File: config.mk
export PLATFORM = sky130hd
export DESIGN_NAME = bldc_driver_top
export DESIGN_NICKNAME = d
export VERILOG_FILES = /design/src/design/bldc_pkg.sv /design/src/design/bridge_drive_if.sv /design/src/design/hall_status_if.sv /design/src/design/bldc_driver_top.sv /design/src/design/bridge_pwm.sv /design/src/design/motor_controller.sv /design/src/design/hall_decoder.sv
export SDC_FILE = /design/constraint.sdc
export NUM_CORES = 1
export LEC_CHECK = 0
export BUFFER_PORTS_ARGS = -buffer_cell sky130_fd_sc_hd__buf_2
export CORE_MARGIN = 2
export CORE_UTILIZATION = 30
export CTS_CLUSTER_SIZE = 24
export DETAILED_ROUTE_END_ITERATION = 10
export RECOVER_POWER = 25
export SLEW_MARGIN = 10
export SYNTH_ARGS = -nofsm -noshare
export SYNTH_HDL_FRONTEND = slang
export SYNTH_SLANG_ARGS = --single-unit
File: constraint.sdc
create_clock -name clk -period 3.5 [get_ports clk]
set_input_delay 0.7 -clock clk [delete_from_list [all_inputs] [get_ports clk]]
set_output_delay 0.7 -clock clk [all_outputs]
set_load 0.01 [all_outputs]
File: src/design/bldc_pkg.sv
// Shared BLDC types and the commutation table; phase A is bit 0 and direction low runs forward
package bldc_pkg;

    // ==================================================
    // Motor control states
    // ==================================================
    typedef enum logic [2:0] {
        STOP,
        STARTUP,
        RUN,
        POLL_HALL,
        ERR
    } motor_state_e;

    // Pull-ups on the sensor lines make all-high the unplugged pattern
    localparam logic [2:0] HALL_ALL_LOW  = 3'b000;
    localparam logic [2:0] HALL_ALL_HIGH = 3'b111;

    localparam int NUM_PHASES = 3;

    // ==================================================
    // Commutation lookup, returned as {source, sink}
    // ==================================================
    function automatic logic [2*NUM_PHASES-1:0] commutation_roles(
        input logic [2:0] hall,
        input logic       reverse
    );
        logic [2*NUM_PHASES-1:0] fwd;
        // Forward table, source in the upper three bits and sink in the lower three
        case (hall)
            3'b001:  fwd = 6'b001_010;
            3'b011:  fwd = 6'b001_100;
            3'b010:  fwd = 6'b010_100;
            3'b110:  fwd = 6'b010_001;
            3'b100:  fwd = 6'b100_001;
            3'b101:  fwd = 6'b100_010;
            // Fault patterns leave every phase floating
            default: fwd = '0;
        endcase
        // Running in reverse just swaps which phase sources and which sinks
        return reverse ? {fwd[NUM_PHASES-1:0], fwd[2*NUM_PHASES-1:NUM_PHASES]} : fwd;
    endfunction

endpackage
File: src/design/bridge_drive_if.sv
// Controller to PWM stage drive request; enable is derived from the carried state
`timescale 1ns/100ps

interface bridge_drive_if #(
    parameter int DUTY_WIDTH = 7
);

    bldc_pkg::motor_state_e          state;
    logic                            enable;
    logic [DUTY_WIDTH-1:0]           duty;
    logic [bldc_pkg::NUM_PHASES-1:0] source;
    logic [bldc_pkg::NUM_PHASES-1:0] sink;

    // The bridge only switches while starting up or running
    assign enable = (state == bldc_pkg::STARTUP) || (state == bldc_pkg::RUN);

    modport controller (
        output state, duty, source, sink,
        input  enable
    );

    modport pwm (
        input enable, duty, source, sink
    );

endinterface

File: src/design/hall_status_if.sv
// Decoded hall sector and sensor health pulses; all fields are levels or one-cycle pulses
`timescale 1ns/100ps

interface hall_status_if;

    // Synchronized hall code and the roles looked up from it
    logic [2:0]                      hall_sync;
    logic [bldc_pkg::NUM_PHASES-1:0] source;
    logic [bldc_pkg::NUM_PHASES-1:0] sink;

    // One-cycle monitor verdicts
    logic hw_fault;
    logic open_fault;
    logic reconnected;

    // High while the controller waits for the sensor to come back
    logic polling;

    modport decoder (
        output hall_sync, source, sink, hw_fault, open_fault, reconnected,
        input  polling
    );

    modport controller (
        input  hall_sync, source, sink, hw_fault, open_fault, reconnected,
        output polling
    );

endinterface

File: src/design/bldc_driver_top.sv
// All inputs are sampled as levels every cycle; duty_cycle must stay within 0 to PWM_PERIOD
`timescale 1ns/100ps

module bldc_driver_top #(
    parameter int PWM_PERIOD      = 64,
    parameter int DUTY_WIDTH      = 7,
    parameter int DEAD_TIME       = 2,
    parameter int MIN_DUTY        = 4,
    parameter int RAMP_STEPS      = 8,
    parameter int RAMP_TICKS      = 64,
    parameter int HALL_SAMPLE_DIV = 4,
    parameter int HALL_STEADY     = 7
) (
    input  logic                  clk,
    input  logic                  rst_n,
    input  logic                  en,
    input  logic [2:0]            hall,
    input  logic [DUTY_WIDTH-1:0] duty_cycle,
    input  logic                  direction,
    output logic [2:0]            phase_h,
    output logic [2:0]            phase_l,
    output logic                  connected,
    output logic                  fault
);

    hall_status_if                                 status_bus ();
    bridge_drive_if #(.DUTY_WIDTH(DUTY_WIDTH))     drive_bus  ();

    // Decode stage
    hall_decoder #(
        .HALL_SAMPLE_DIV (HALL_SAMPLE_DIV),
        .HALL_STEADY     (HALL_STEADY)
    ) i_hall_decoder (
        .clk       (clk),
        .rst_n     (rst_n),
        .direction (direction),
        .hall_raw  (hall),
        .status    (status_bus.decoder)
    );

    // Execute stage
    motor_controller #(
        .DUTY_WIDTH (DUTY_WIDTH),
        .MIN_DUTY   (MIN_DUTY),
        .RAMP_STEPS (RAMP_STEPS),
        .RAMP_TICKS (RAMP_TICKS)
    ) i_motor_controller (
        .clk       (clk),
        .rst_n     (rst_n),
        .en        (en),
        .duty_cmd  (duty_cycle),
        .status    (status_bus.controller),
        .drive     (drive_bus.controller),
        .connected (connected),
        .fault     (fault)
    );

    // Result stage
    bridge_pwm #(
        .PWM_PERIOD (PWM_PERIOD),
        .DUTY_WIDTH (DUTY_WIDTH),
        .DEAD_TIME  (DEAD_TIME)
    ) i_bridge_pwm (
        .clk     (clk),
        .rst_n   (rst_n),
        .drive   (drive_bus.pwm),
        .phase_h (phase_h),
        .phase_l (phase_l)
    );

endmodule

File: src/design/bridge_pwm.sv
// Only the source high side is pulsed; the sink low side stays on for the whole sector
`timescale 1ns/100ps

module bridge_pwm #(
    parameter int PWM_PERIOD = 64,
    parameter int DUTY_WIDTH = 7,
    parameter int DEAD_TIME  = 2
) (
    input  logic                            clk,
    input  logic                            rst_n,
    bridge_drive_if.pwm                     drive,
    output logic [bldc_pkg::NUM_PHASES-1:0] phase_h,
    output logic [bldc_pkg::NUM_PHASES-1:0] phase_l
);

    localparam int NP   = bldc_pkg::NUM_PHASES;
    localparam int DT_W = $clog2(DEAD_TIME + 2);
    localparam logic [DUTY_WIDTH-1:0] CNT_LAST = DUTY_WIDTH'(PWM_PERIOD - 1);

    // Per-phase role encoding
    localparam logic [1:0] ROLE_FLOAT = 2'd0;
    localparam logic [1:0] ROLE_SRC   = 2'd1;
    localparam logic [1:0] ROLE_SNK   = 2'd2;

    logic [DUTY_WIDTH-1:0] pwm_cnt;
    logic                  pwm_on;
    logic [1:0]            role_want [NP];
    logic [1:0]            role_q    [NP];
    logic [DT_W-1:0]       dead_cnt  [NP];
    logic                  hold_off  [NP];

    // ==================================================
    // Shared PWM carrier
    // ==================================================
    always_ff @(posedge clk or negedge rst_n) begin
        if (!rst_n) begin
            pwm_cnt <= '0;
        end else begin
            pwm_cnt <= (pwm_cnt == CNT_LAST) ? '0 : pwm_cnt + 1'b1;
        end
    end

    // A duty equal to the period keeps the high side on the whole time
    assign pwm_on = (pwm_cnt < drive.duty);

    // ==================================================
    // Role tracking and dead time
    // ==================================================
    always_comb begin
        for (int p = 0; p < NP; p++) begin
            if (!drive.enable) begin
                role_want[p] = ROLE_FLOAT;
            end else if (drive.source[p]) begin
                role_want[p] = ROLE_SRC;
            end else if (drive.sink[p]) begin
                role_want[p] = ROLE_SNK;
            end else begin
                role_want[p] = ROLE_FLOAT;
            end
            // Both gates stay off from the change until the dead time has run out
            hold_off[p] = (role_want[p] != role_q[p]) || (dead_cnt[p] != '0);
        end
    end

    always_ff @(posedge clk or negedge rst_n) begin
        if (!rst_n) begin
            phase_h <= '0;
            phase_l <= '0;
            for (int p = 0; p < NP; p++) begin
                role_q[p]   <= ROLE_FLOAT;
                dead_cnt[p] <= '0;
            end
        end else begin
            for (int p = 0; p < NP; p++) begin
                if (role_want[p] != role_q[p]) begin
                    role_q[p]   <= role_want[p];
                    dead_cnt[p] <= DT_W'(DEAD_TIME);
                end else if (dead_cnt[p] != '0) begin
                    dead_cnt[p] <= dead_cnt[p] - 1'b1;
                end
                // A phase holds one role at a time, so its two gates never overlap
                phase_h[p] <= !hold_off[p] && (role_q[p] == ROLE_SRC) && pwm_on;
                phase_l[p] <= !hold_off[p] && (role_q[p] == ROLE_SNK);
            end
        end
    end

endmodule

File: src/design/motor_controller.sv
// Assumes RAMP_STEPS is a power of two and duty_cmd never exceeds the PWM period
`timescale 1ns/100ps

module motor_controller #(
    parameter int DUTY_WIDTH = 7,
    parameter int MIN_DUTY   = 4,
    parameter int RAMP_STEPS = 8,
    parameter int RAMP_TICKS = 64
) (
    input  logic                  clk,
    input  logic                  rst_n,
    input  logic                  en,
    input  logic [DUTY_WIDTH-1:0] duty_cmd,
    hall_status_if.controller     status,
    bridge_drive_if.controller    drive,
    output logic                  connected,
    output logic                  fault
);

    localparam int STEP_SHIFT = $clog2(RAMP_STEPS);
    localparam int TICK_W     = $clog2(RAMP_TICKS + 1);
    localparam int STEPS_W    = $clog2(RAMP_STEPS + 1);
    localparam logic [DUTY_WIDTH-1:0] MIN_D      = DUTY_WIDTH'(MIN_DUTY);
    localparam logic [TICK_W-1:0]     TICK_LAST  = TICK_W'(RAMP_TICKS - 1);
    localparam logic [STEPS_W-1:0]    STEPS_LAST = STEPS_W'(RAMP_STEPS - 1);

    bldc_pkg::motor_state_e          state;
    logic [DUTY_WIDTH-1:0]           duty_q;
    logic [DUTY_WIDTH-1:0]           step_q;
    logic [TICK_W-1:0]               tick_cnt;
    logic [STEPS_W-1:0]              step_cnt;
    logic                            disc_latch;
    logic [bldc_pkg::NUM_PHASES-1:0] src_q;
    logic [bldc_pkg::NUM_PHASES-1:0] snk_q;
    logic                            above_min;
    logic [DUTY_WIDTH-1:0]           ramp_step;
    logic [DUTY_WIDTH:0]             ramp_sum;
    logic [DUTY_WIDTH-1:0]           ramp_next;

    // ==================================================
    // Ramp arithmetic
    // ==================================================
    always_comb begin
        above_min = (duty_cmd > MIN_D);
        // Spread the distance to the command over the ramp, at least one count per step
        ramp_step = (duty_cmd - MIN_D) >> STEP_SHIFT;
        if (ramp_step == '0) begin
            ramp_step = DUTY_WIDTH'(1);
        end
        // One spare bit keeps the sum from wrapping before the clamp
        ramp_sum  = {1'b0, duty_q} + {1'b0, step_q};
        ramp_next = (ramp_sum > {1'b0, duty_cmd}) ? duty_cmd : ramp_sum[DUTY_WIDTH-1:0];
    end

    // ==================================================
    // Control FSM
    // ==================================================
    always_ff @(posedge clk or negedge rst_n) begin
        if (!rst_n) begin
            state      <= bldc_pkg::STOP;
            duty_q     <= '0;
            step_q     <= '0;
            tick_cnt   <= '0;
            step_cnt   <= '0;
            disc_latch <= 1'b0;
            fault      <= 1'b0;
        end else if (!en) begin
            // Dropping enable clears a hardware fault but remembers a missing sensor
            state  <= bldc_pkg::STOP;
            duty_q <= '0;
            fault  <= 1'b0;
        end else if (status.hw_fault) begin
            state  <= bldc_pkg::ERR;
            duty_q <= '0;
            fault  <= 1'b1;
        end else if (status.open_fault) begin
            state      <= bldc_pkg::POLL_HALL;
            duty_q     <= '0;
            disc_latch <= 1'b1;
        end else begin
            case (state)
                bldc_pkg::STOP: begin
                    tick_cnt <= '0;
                    step_cnt <= '0;
                    if (disc_latch) begin
                        // Re-enabled with the sensor still missing
                        state <= bldc_pkg::POLL_HALL;
                    end else if (above_min) begin
                        duty_q <= MIN_D;
                        step_q <= ramp_step;
                        state  <= bldc_pkg::STARTUP;
                    end else begin
                        duty_q <= '0;
                    end
                end
                bldc_pkg::STARTUP: begin
                    if (!above_min) begin
                        duty_q <= '0;
                        state  <= bldc_pkg::STOP;
                    end else if (tick_cnt == TICK_LAST) begin
                        tick_cnt <= '0;
                        duty_q   <= ramp_next;
                        step_cnt <= step_cnt + 1'b1;
                        // Fixed-length ramp, the step count alone decides when to run
                        if (step_cnt == STEPS_LAST) begin
                            state <= bldc_pkg::RUN;
                        end
                    end else begin
                        tick_cnt <= tick_cnt + 1'b1;
                        // A lowered command pulls the ramp down with it
                        if (duty_q > duty_cmd) begin
                            duty_q <= duty_cmd;
                        end
                    end
                end
                bldc_pkg::RUN: begin
                    if (!above_min) begin
                        duty_q <= '0;
                        state  <= bldc_pkg::STOP;
                    end else begin
                        duty_q <= duty_cmd;
                    end
                end
                bldc_pkg::POLL_HALL: begin
                    if (status.reconnected) begin
                        disc_latch <= 1'b0;
                        state      <= bldc_pkg::STOP;
                    end
                end
                bldc_pkg::ERR: begin
                    // Unplugging the sensor also clears the hardware fault
                    if (status.hall_sync == bldc_pkg::HALL_ALL_HIGH) begin
                        fault      <= 1'b0;
                        disc_latch <= 1'b1;
                        state      <= bldc_pkg::POLL_HALL;
                    end
                end
                default: begin
                    state <= bldc_pkg::STOP;
                end
            endcase
        end
    end

    // Roles are retimed by one cycle to line up with the state register
    always_ff @(posedge clk or negedge rst_n) begin
        if (!rst_n) begin
            src_q <= '0;
            snk_q <= '0;
        end else begin
            src_q <= status.source;
            snk_q <= status.sink;
        end
    end

    assign drive.state    = state;
    assign drive.duty     = duty_q;
    assign drive.source   = drive.enable ? src_q : '0;
    assign drive.sink     = drive.enable ? snk_q : '0;
    assign status.polling = (state == bldc_pkg::POLL_HALL);
    assign connected      = ~disc_latch;

endmodule

File: src/design/hall_decoder.sv
// Hall lines are asynchronous and pass a two-flop synchronizer; fault verdicts need HALL_STEADY samples
`timescale 1ns/100ps

module hall_decoder #(
    parameter int HALL_SAMPLE_DIV = 4,
    parameter int HALL_STEADY     = 7
) (
    input  logic           clk,
    input  logic           rst_n,
    input  logic           direction,
    input  logic [2:0]     hall_raw,
    hall_status_if.decoder status
);

    localparam int DIV_W = $clog2(HALL_SAMPLE_DIV + 1);
    localparam int RUN_W = $clog2(HALL_STEADY + 1);
    localparam logic [DIV_W-1:0] DIV_LAST = DIV_W'(HALL_SAMPLE_DIV - 1);
    // A counter holding HALL_STEADY-1 sees its HALL_STEADY-th matching sample next
    localparam logic [RUN_W-1:0] STEADY   = RUN_W'(HALL_STEADY - 1);

    logic [2:0]                        hall_meta;
    logic [2:0]                        hall_q;
    logic [2*bldc_pkg::NUM_PHASES-1:0] roles;
    logic [DIV_W-1:0]                  div_cnt;
    logic                              sample;
    logic [RUN_W-1:0]                  low_cnt;
    logic [RUN_W-1:0]                  high_cnt;
    logic [RUN_W-1:0]                  valid_cnt;

    // ==================================================
    // Synchronizer and commutation decode
    // ==================================================
    always_ff @(posedge clk or negedge rst_n) begin
        if (!rst_n) begin
            hall_meta <= '0;
            hall_q    <= '0;
        end else begin
            hall_meta <= hall_raw;
            hall_q    <= hall_meta;
        end
    end

    // Role lookup is purely combinational on the synchronized code
    assign roles            = bldc_pkg::commutation_roles(hall_q, direction);
    assign status.hall_sync = hall_q;
    assign status.source    = roles[2*bldc_pkg::NUM_PHASES-1:bldc_pkg::NUM_PHASES];
    assign status.sink      = roles[bldc_pkg::NUM_PHASES-1:0];

    // ==================================================
    // Health monitor
    // ==================================================
    // The monitor only looks at the lines once every HALL_SAMPLE_DIV cycles
    assign sample = (div_cnt == DIV_LAST);

    always_ff @(posedge clk or negedge rst_n) begin
        if (!rst_n) begin
            div_cnt            <= '0;
            low_cnt            <= '0;
            high_cnt           <= '0;
            valid_cnt          <= '0;
            status.hw_fault    <= 1'b0;
            status.open_fault  <= 1'b0;
            status.reconnected <= 1'b0;
        end else begin
            // Verdicts are single-cycle pulses
            status.hw_fault    <= 1'b0;
            status.open_fault  <= 1'b0;
            status.reconnected <= 1'b0;
            div_cnt            <= sample ? '0 : div_cnt + 1'b1;

            if (sample) begin
                if (hall_q == bldc_pkg::HALL_ALL_LOW) begin
                    // All lines low points at a shorted or dead sensor supply
                    high_cnt  <= '0;
                    valid_cnt <= '0;
                    if (low_cnt == STEADY) begin
                        status.hw_fault <= 1'b1;
                        low_cnt         <= '0;
                    end else begin
                        low_cnt <= low_cnt + 1'b1;
                    end
                end else if (hall_q == bldc_pkg::HALL_ALL_HIGH) begin
                    // All lines pulled high means the connector is off
                    low_cnt   <= '0;
                    valid_cnt <= '0;
                    if (high_cnt == STEADY) begin
                        status.open_fault <= 1'b1;
                        high_cnt          <= '0;
                    end else begin
                        high_cnt <= high_cnt + 1'b1;
                    end
                end else begin
                    low_cnt  <= '0;
                    high_cnt <= '0;
                    // A run of valid codes only counts while a reconnect is awaited
                    if (!status.polling) begin
                        valid_cnt <= '0;
                    end else if (valid_cnt == STEADY) begin
                        status.reconnected <= 1'b1;
                        valid_cnt          <= '0;
                    end else begin
                        valid_cnt <= valid_cnt + 1'b1;
                    end
                end
            end
        end
    end

endmodule

==> out/metrics.yaml, run 1 <==
status:
  status: "finished, violations left"
  violations: "capacitance limit, slew limit"
die:
  die_area_mm2: 0.0164
  die_w_um: 128
  start_util_pct: 30.5
  die_h_um: 128
  placementRows: 45
  core_area_mm2: 0.0151
  io_pins: 22
synthesis:
  async_flop_share_pct: 100
  yosysTopAreaCellShare_pct: 42.8
  synth_ff_type: "dfrtp_1"
  syn_nets: 517
  yosysMostFrequentCell: "dfrtp_1"
  synth_edf_count: 0
  yosysTopAreaCell: "dfrtp_1"
  synth-seq-cells: 79
  synth_cell_types: 68
  ys_seq_area_share_pct: 42.8
  yosysWarnings: 0
  synth_common_cells: "dfrtp_1, nand2_1, ha_1"
  syn_inst: 469
  synthTopCellsByArea: "dfrtp_1, ha_1, nand2_1"
  syn_avg_cell_area_um2: 9.85
  synth_area_mm2: 0.00462
setup_path:
  reg2regPathDepth: 13
  cp_max_fo: 8
  r2r_end: "i_motor_controller.drive.duty[0]"
  critical_path_arrival_ns: 3.51
  timing.rr.start: "i_motor_controller.drive.duty[0]"
  crit_path_end_kind: "register"
  cp-start-kind: "register"
  path_class: "reg2reg"
  worst-endpoint-required_ns: 3.73
  reg2reg_slack_ns: 0.22
global_routing:
  grt_max_degree: 80
  grt.met1_usage_pct: 16.7
  grt-busiest-layer: "met2"
  grt_pass1_wl_um: 16900
  antenna_found_initial: 0
  gr-usage-all-layers_pct: 13.0
  met2_usage_pct: 21.2
  grt_pass1_vias: 3473
  grtUsageMet3_pct: 2.75
  grt.overflow.total: 0
timing:
  hold_viol_final: 0
  finalClockSkew_ns: 0.00857
  relSlewSlack_pct: -30.8
  slew_viol_final: 80
  setup_viol: 0
  finalSetupTns_ns: 0
  holdWs_ns: 0.349
  worst_slew_pin_slew_ns: 1.96
  fin_crit_ns: 3.28
  rsz0062_at_grt: "false"
  period_share_pct: 93.6
  max_freq_mhz: 305
clocking:
  cts_max_level: 3
  numCtsBuffers: 9
  clock_latency_ns: 0.35
  numClockSinks: 79
  ctsHoldBuffers: 0
  cts-root-buf: "clkbuf_16"
  clk_path_buf_depth: 2
  clk_pin_slew_ns: 0.06
  cts_tree: "done"
hold_path:
  hold_path_startpoint: "i_hall_decoder.hall_meta[1]"
  hold_class: "reg2reg"
  holdPathEnd: "i_hall_decoder.status.hall_sync[1]"
  min_path_cells: 0
power:
  p_leak_uw: 0.00235
  power.share.clock_pct: 27.2
  total_power_uw: 3180
  power.switching_uw: 1180
  switching_share_pct: 37.0
  p_int_uw: 2000
  ir_drop_mv: 0.278
  combPwrFrac_pct: 35.7
  powerDensity_mw_per_mm2: 615
  power_frac_seq_pct: 37.1
finish:
  drive_above_1_share_pct: 14.0
  nNetsFinal: 542
  antenna_cells: 0
  area_growth_syn_to_layout_pct: 12.0
  design_area_mm2: 0.00517
  n_fill_cell: 1490
placed_design:
  io_buffers: 21
  finalWeightedCongestion: 0.933
  postPlaceCellArea_mm2: 0.00491
  dp_hpwl_um: 7040
route:
  routed_wirelength_um: 9640
  drtPass1Iterations: 4
  vias_per_cell: 5.02
  drt_iter0_drc: 201
  ant_nets: 0
  drc: 0
  vias: 3451
  wl_per_cell_um: 14.0
flow_run:
  cap_viol_max_count: 1
-- flip-flops by register name (all words and copies together), names as in the netlist, 4 cells and up --
name,count
i_bridge_pwm.dead_cnt,6
i_bridge_pwm.pwm_cnt,7
i_bridge_pwm.role_q,6
i_motor_controller.drive.duty,7
i_motor_controller.step_cnt,4
i_motor_controller.step_q,4
i_motor_controller.tick_cnt,7
-- worst max-delay path by stage --
| stage | from | end | slack (ns) |
|---|---|---|---|
| final | i_motor_controller.drive.duty[0] | i_motor_controller.drive.duty[0] | 0.22 |
| after global routing | i_motor_controller.drive.duty[0] | i_motor_controller.drive.duty[1] | 0.02 |
| after CTS | i_motor_controller.drive.duty[0] | i_motor_controller.drive.duty[0] | 0.21 |
| after detailed placement | i_motor_controller.drive.duty[0] | i_motor_controller.drive.duty[1] | 0.22 |
| after global placement | i_motor_controller.drive.duty[0] | i_motor_controller.drive.duty[1] | 0.31 |
| after floorplan | i_motor_controller.drive.duty[0] | i_motor_controller.drive.duty[0] | 0.47 |
-- through the flow --
step	utilization [%]	worst slack [ns]	instances
2_1_floorplan	-	0.473	469
3_3_place_gp	32.4	0.310	670
3_5_place_dp	32.4	0.221	670
4_1_cts	34.2	0.209	686
5_1_grt	34.2	0.0190	687
6_report	34.2	0.223	687
-- power groups by stage --
stage | Sequential (uW) | Clock, uW | Combinational (uW)
after floorplan | 1140 | 0 | 933
after global placement | 1190 | 0 | 1100
after detailed placement | 1200 | 0 | 1130
after CTS | 1180 | 889 | 1130
after global routing | 1200 | 926 | 1280
final | 1180 | 866 | 1140
-- final cells by class --
| cell class | count | area, um^2 | area share [%] |
|---|---|---|---|
| well taps | 188 | 235 | 4.55 |
| clock buffers | 11 | 233 | 4.50 |
| clock inverters | 5 | 33.8 | 0.653 |
| inverters | 27 | 101 | 1.96 |
| flip-flops and latches | 79 | 1980 | 38.2 |
| multi-input cells | 354 | 2470 | 47.8 |
| repair buffers | 23 | 119 | 2.30 |
-- cells in the final DEF (no fill, tap or decap), types with 5 or more instances in the layout --
master      n
dfrtp_1    79
nand2_1    47
ha_1       33
nor2_1     31
o21ai_0    30
inv_1      25
buf_2      19
a21oi_1    17
nand3_1    15
nor3_1     15
xor2_1     12
and3_1     11
nand4_1    11
clkbuf_16   9
a21o_1      8
xnor2_1     8
nor2b_1     7
nand2b_1    7
o21a_1      6
and2_1      5
o22ai_1     5
o21ai_1     5
-- cells by family after synthesis --
logic type,count (synthesis),synth area share (%)
buffers and inverters,36,3.55
AND/OR/NAND/NOR,178,21.1
multiplexers,7,1.68
XOR/XNOR,20,3.96
flip-flops,79,42.8
AO/OA/AOI/OAI,115,17.5
adder cells (fa/ha/maj),34,9.37
-- routing by layer --
layer  up-vias  wire, um
met3        13       305
met4         0       199
met1      1666      4530
li1       1730         -
met5         -         0
met2        42      4610
-- critical path: stages (launching register included) --
cell,delay [ns]
dfrtp_1,0.41
ha_1,0.24
fa_1,0.41
a21o_1,0.21
a21oi_2,0.17
nor2_1,0.08
xnor2_1,0.22
ha_1,0.29
and3_1,0.17
a211o_1,0.31
o211ai_4,0.15
and3b_1,0.26
a2bb2oi_1,0.18
o21ai_1,0.07
-- timing repair --
item	in CTS	in global routing
setup endpoints to repair	0	2
setup buffers	0	1
resized for setup	0	1
Power figures use the tool's default switching activity.
==> run 2: changes to the inputs <==
- CAP_MARGIN: not set -> 10
- CORE_UTILIZATION: 30 -> 62
- GPL_TIMING_DRIVEN: not set -> 0
- PLACE_DENSITY: not set -> 0.8
==> run 2 against run 1 <==
Effect of this change:
- the run still ends with capacitance limit, slew limit left
- clock skew is 0.0028 ns higher
- sequential share of layout area increased by 0.82 points
- power down 4.3%
- combinational power increased by 9.6%
- routed wire length decreased by 1.4%
- critical path type unchanged
- critical endpoint is now i_motor_controller.drive.duty[1]
- largest cell class unchanged
==> out/metrics.yaml, run 2 (synthesis gave the netlist of run 1 again) <==
clocking:
  clk_path_buf_depth: 2  # unchanged
  cts-root-buf: "clkbuf_8"
  ctsHoldBuffers: 0  # unchanged
  numCtsBuffers: 9  # unchanged
  cts_tree: "done"
  numClockSinks: 79  # unchanged
  clk_pin_slew_ns: 0.08  # +0.02 ns
  clock_latency_ns: 0.36  # about the same
  cts_max_level: 3  # unchanged
die:
  placementRows: 31  # -31%
  core_area_mm2: 0.00721  # -52%
  io_pins: 22  # unchanged
  start_util_pct: 64.0  # +34 points
  die_w_um: 90.3  # -29%
  die_h_um: 90.3  # -29%
  die_area_mm2: 0.00815  # -50%
placed_design:
  dp_hpwl_um: 7120  # +1.2%
  finalWeightedCongestion: 0.935  # +0.21%
  io_buffers: 20  # -4.8%
setup_path:
  crit_path_start: "i_motor_controller.drive.duty[0]"
  reg2regPathDepth: 13  # unchanged
  cp_max_fo: 8  # unchanged
  endpoint: "i_motor_controller.drive.duty[1]"
  path_cells: "ha_1 -> fa_1 -> a21o_1 -> a21oi_2 -> nor2_1 -> xnor2_2 -> ha_1 -> and3_1 -> a211o_1 -> o211ai_4 -> and3b_1 -> a2bb2oi_1 -> o21ai_1"
  slowest_stage: "dfrtp_1"
  reg2reg_slack_ns: 0.16  # -0.06 ns
  cp-start-kind: "register"
  r2r_end: "i_motor_controller.drive.duty[1]"
  path_class: "reg2reg"
  cp_slowest_stage_delay_ns: 0.43  # +0.02 ns
  crit_path_frequent_cell: "ha_1"
  crit_path_end_kind: "register"
  worst-endpoint-required_ns: 3.74  # about the same
  critical_path_arrival_ns: 3.57  # +0.06 ns
  timing.rr.start: "i_motor_controller.drive.duty[0]"
route:
  routed_wirelength_um: 9500  # -1.4%
  wl_per_cell_um: 15.7  # +12%
  vias_per_cell: 5.95  # +18%
  vias: 3597  # +4.2%
  drc: 0  # unchanged
  drt_iter0_drc: 212  # +5.5%
  ant_nets: 0  # unchanged
  drtPass1Iterations: 5  # +1
power:
  powerDensity_mw_per_mm2: 601  # -2.3%
  p_leak_uw: 0.00235  # about the same
  total_power_uw: 3040  # -4.3%
  ir_drop_mv: 0.402  # +45%
finish:
  nNetsFinal: 549  # +1.3%
  drive_above_1_share_pct: 15.8  # +1.8 points
  antenna_cells: 0  # unchanged
  final_cell_mix: "dfrtp_1, nand2_1, ha_1"
  layout_commonest_cell: "dfrtp_1"
  n_fill_cell: 569  # -62%
  area_growth_syn_to_layout_pct: 9.65
global_routing:
  grt.overflow.total: 0  # unchanged
  antenna_found_initial: 0  # unchanged
  gr-usage-all-layers_pct: 25.3  # +12 points
  grt_max_degree: 50  # -38%
  grt_pass1_wl_um: 16700  # -1.3%
  grt_pass1_vias: 3677  # +5.9%
timing:
  finalClockSkew_ns: 0.0114  # +0.00278 ns
  period_share_pct: 95.4  # +1.7 points
  setup_viol: 0  # unchanged
  fin_crit_ns: 3.34  # +0.0610 ns
  max_freq_mhz: 300  # -1.8%
  hold_viol_final: 0  # unchanged
  holdWs_ns: 0.355  # +0.00610 ns
  rsz0062_at_grt: "false"
  finalSetupTns_ns: 0  # unchanged
  slew_viol_final: 32  # -60%
  worst_slew_pin_slew_ns: 1.62  # -0.342 ns
  relSlewSlack_pct: -8.02  # +23 points
status:
  status: "finished, violations left"
  violations: "capacitance limit, slew limit"
hold_path:
  hold_class: "reg2reg"
flow_run:
  cap_viol_max_count: 1  # unchanged
run 2: stage by stage:
stage                     instances  worst slack (ns)  util [%]  cell area, um^2
after floorplan                 469             0.473         -             4620
after global placement          588             0.132      67.1             4840
after detailed placement        589             0.111      67.5             4870
after CTS                       605             0.102      70.2             5060
after global routing            605           0.00981      70.2             5060
final                           605             0.163      70.2             5060
run 2: how the worst min path moves through the flow:
stage / from / end / slack (ns) / cells after the start
finish: i_hall_decoder.hall_meta[0] / i_hall_decoder.status.hall_sync[0] / 0.35 / 0
global route: i_hall_decoder.hall_meta[0] / i_hall_decoder.status.hall_sync[0] / 0.36 / 0
CTS: rst_n / i_bridge_pwm.pwm_cnt[6] / 0.28 / 1
detailed placement: i_hall_decoder.hall_meta[0] / i_hall_decoder.status.hall_sync[0] / 0.34 / 0
global placement: i_hall_decoder.hall_meta[1] / i_hall_decoder.status.hall_sync[1] / 0.33 / 0
floorplan: i_hall_decoder.hall_meta[0] / i_hall_decoder.status.hall_sync[0] / 0.33 / 0
run 2: routing by layer:
metal | vias to the layer above | GRT usage, % | wire length [um]
li1 | 1739 | - | -
met1 | 1762 | 34.0 | 4380
met2 | 85 | 41.6 | 4680
met3 | 11 | 3.67 | 326
met4 | 0 | 10.5 | 119
met5 | - | 0 | 0
run 2: what timing repair did:
action,in CTS,in global routing
resized for setup,0,5
setup buffers,0,0
endpoints found under the setup margin,0,7
run 2: area by class of cell:
cell class	instances	area (um^2)	area share, %
clock buffer	11	151	2.99
buffer	9	61.3	1.21
tap	99	124	2.45
clock inverter	5	40.0	0.791
sequential	79	1980	39.0
timing repair buffer	21	104	2.05
multi-input combinational	354	2500	49.5
inverter	27	101	2.00
run 2: power breakdown:
part	internal, uW	switching (uW)	total (uW)
sequential	1040	102	1150
combinational	508	737	1250
clock	300	351	651
run 2: critical path, delay by kind of cell (launching register included):
family / cells / cell delay, ns
AO/OA/AOI/OAI: 6 / 1.15
XOR/XNOR: 1 / 0.15
adder cells (fa/ha/maj): 3 / 0.96
flip-flops: 1 / 0.43
AND/OR/NAND/NOR: 3 / 0.53
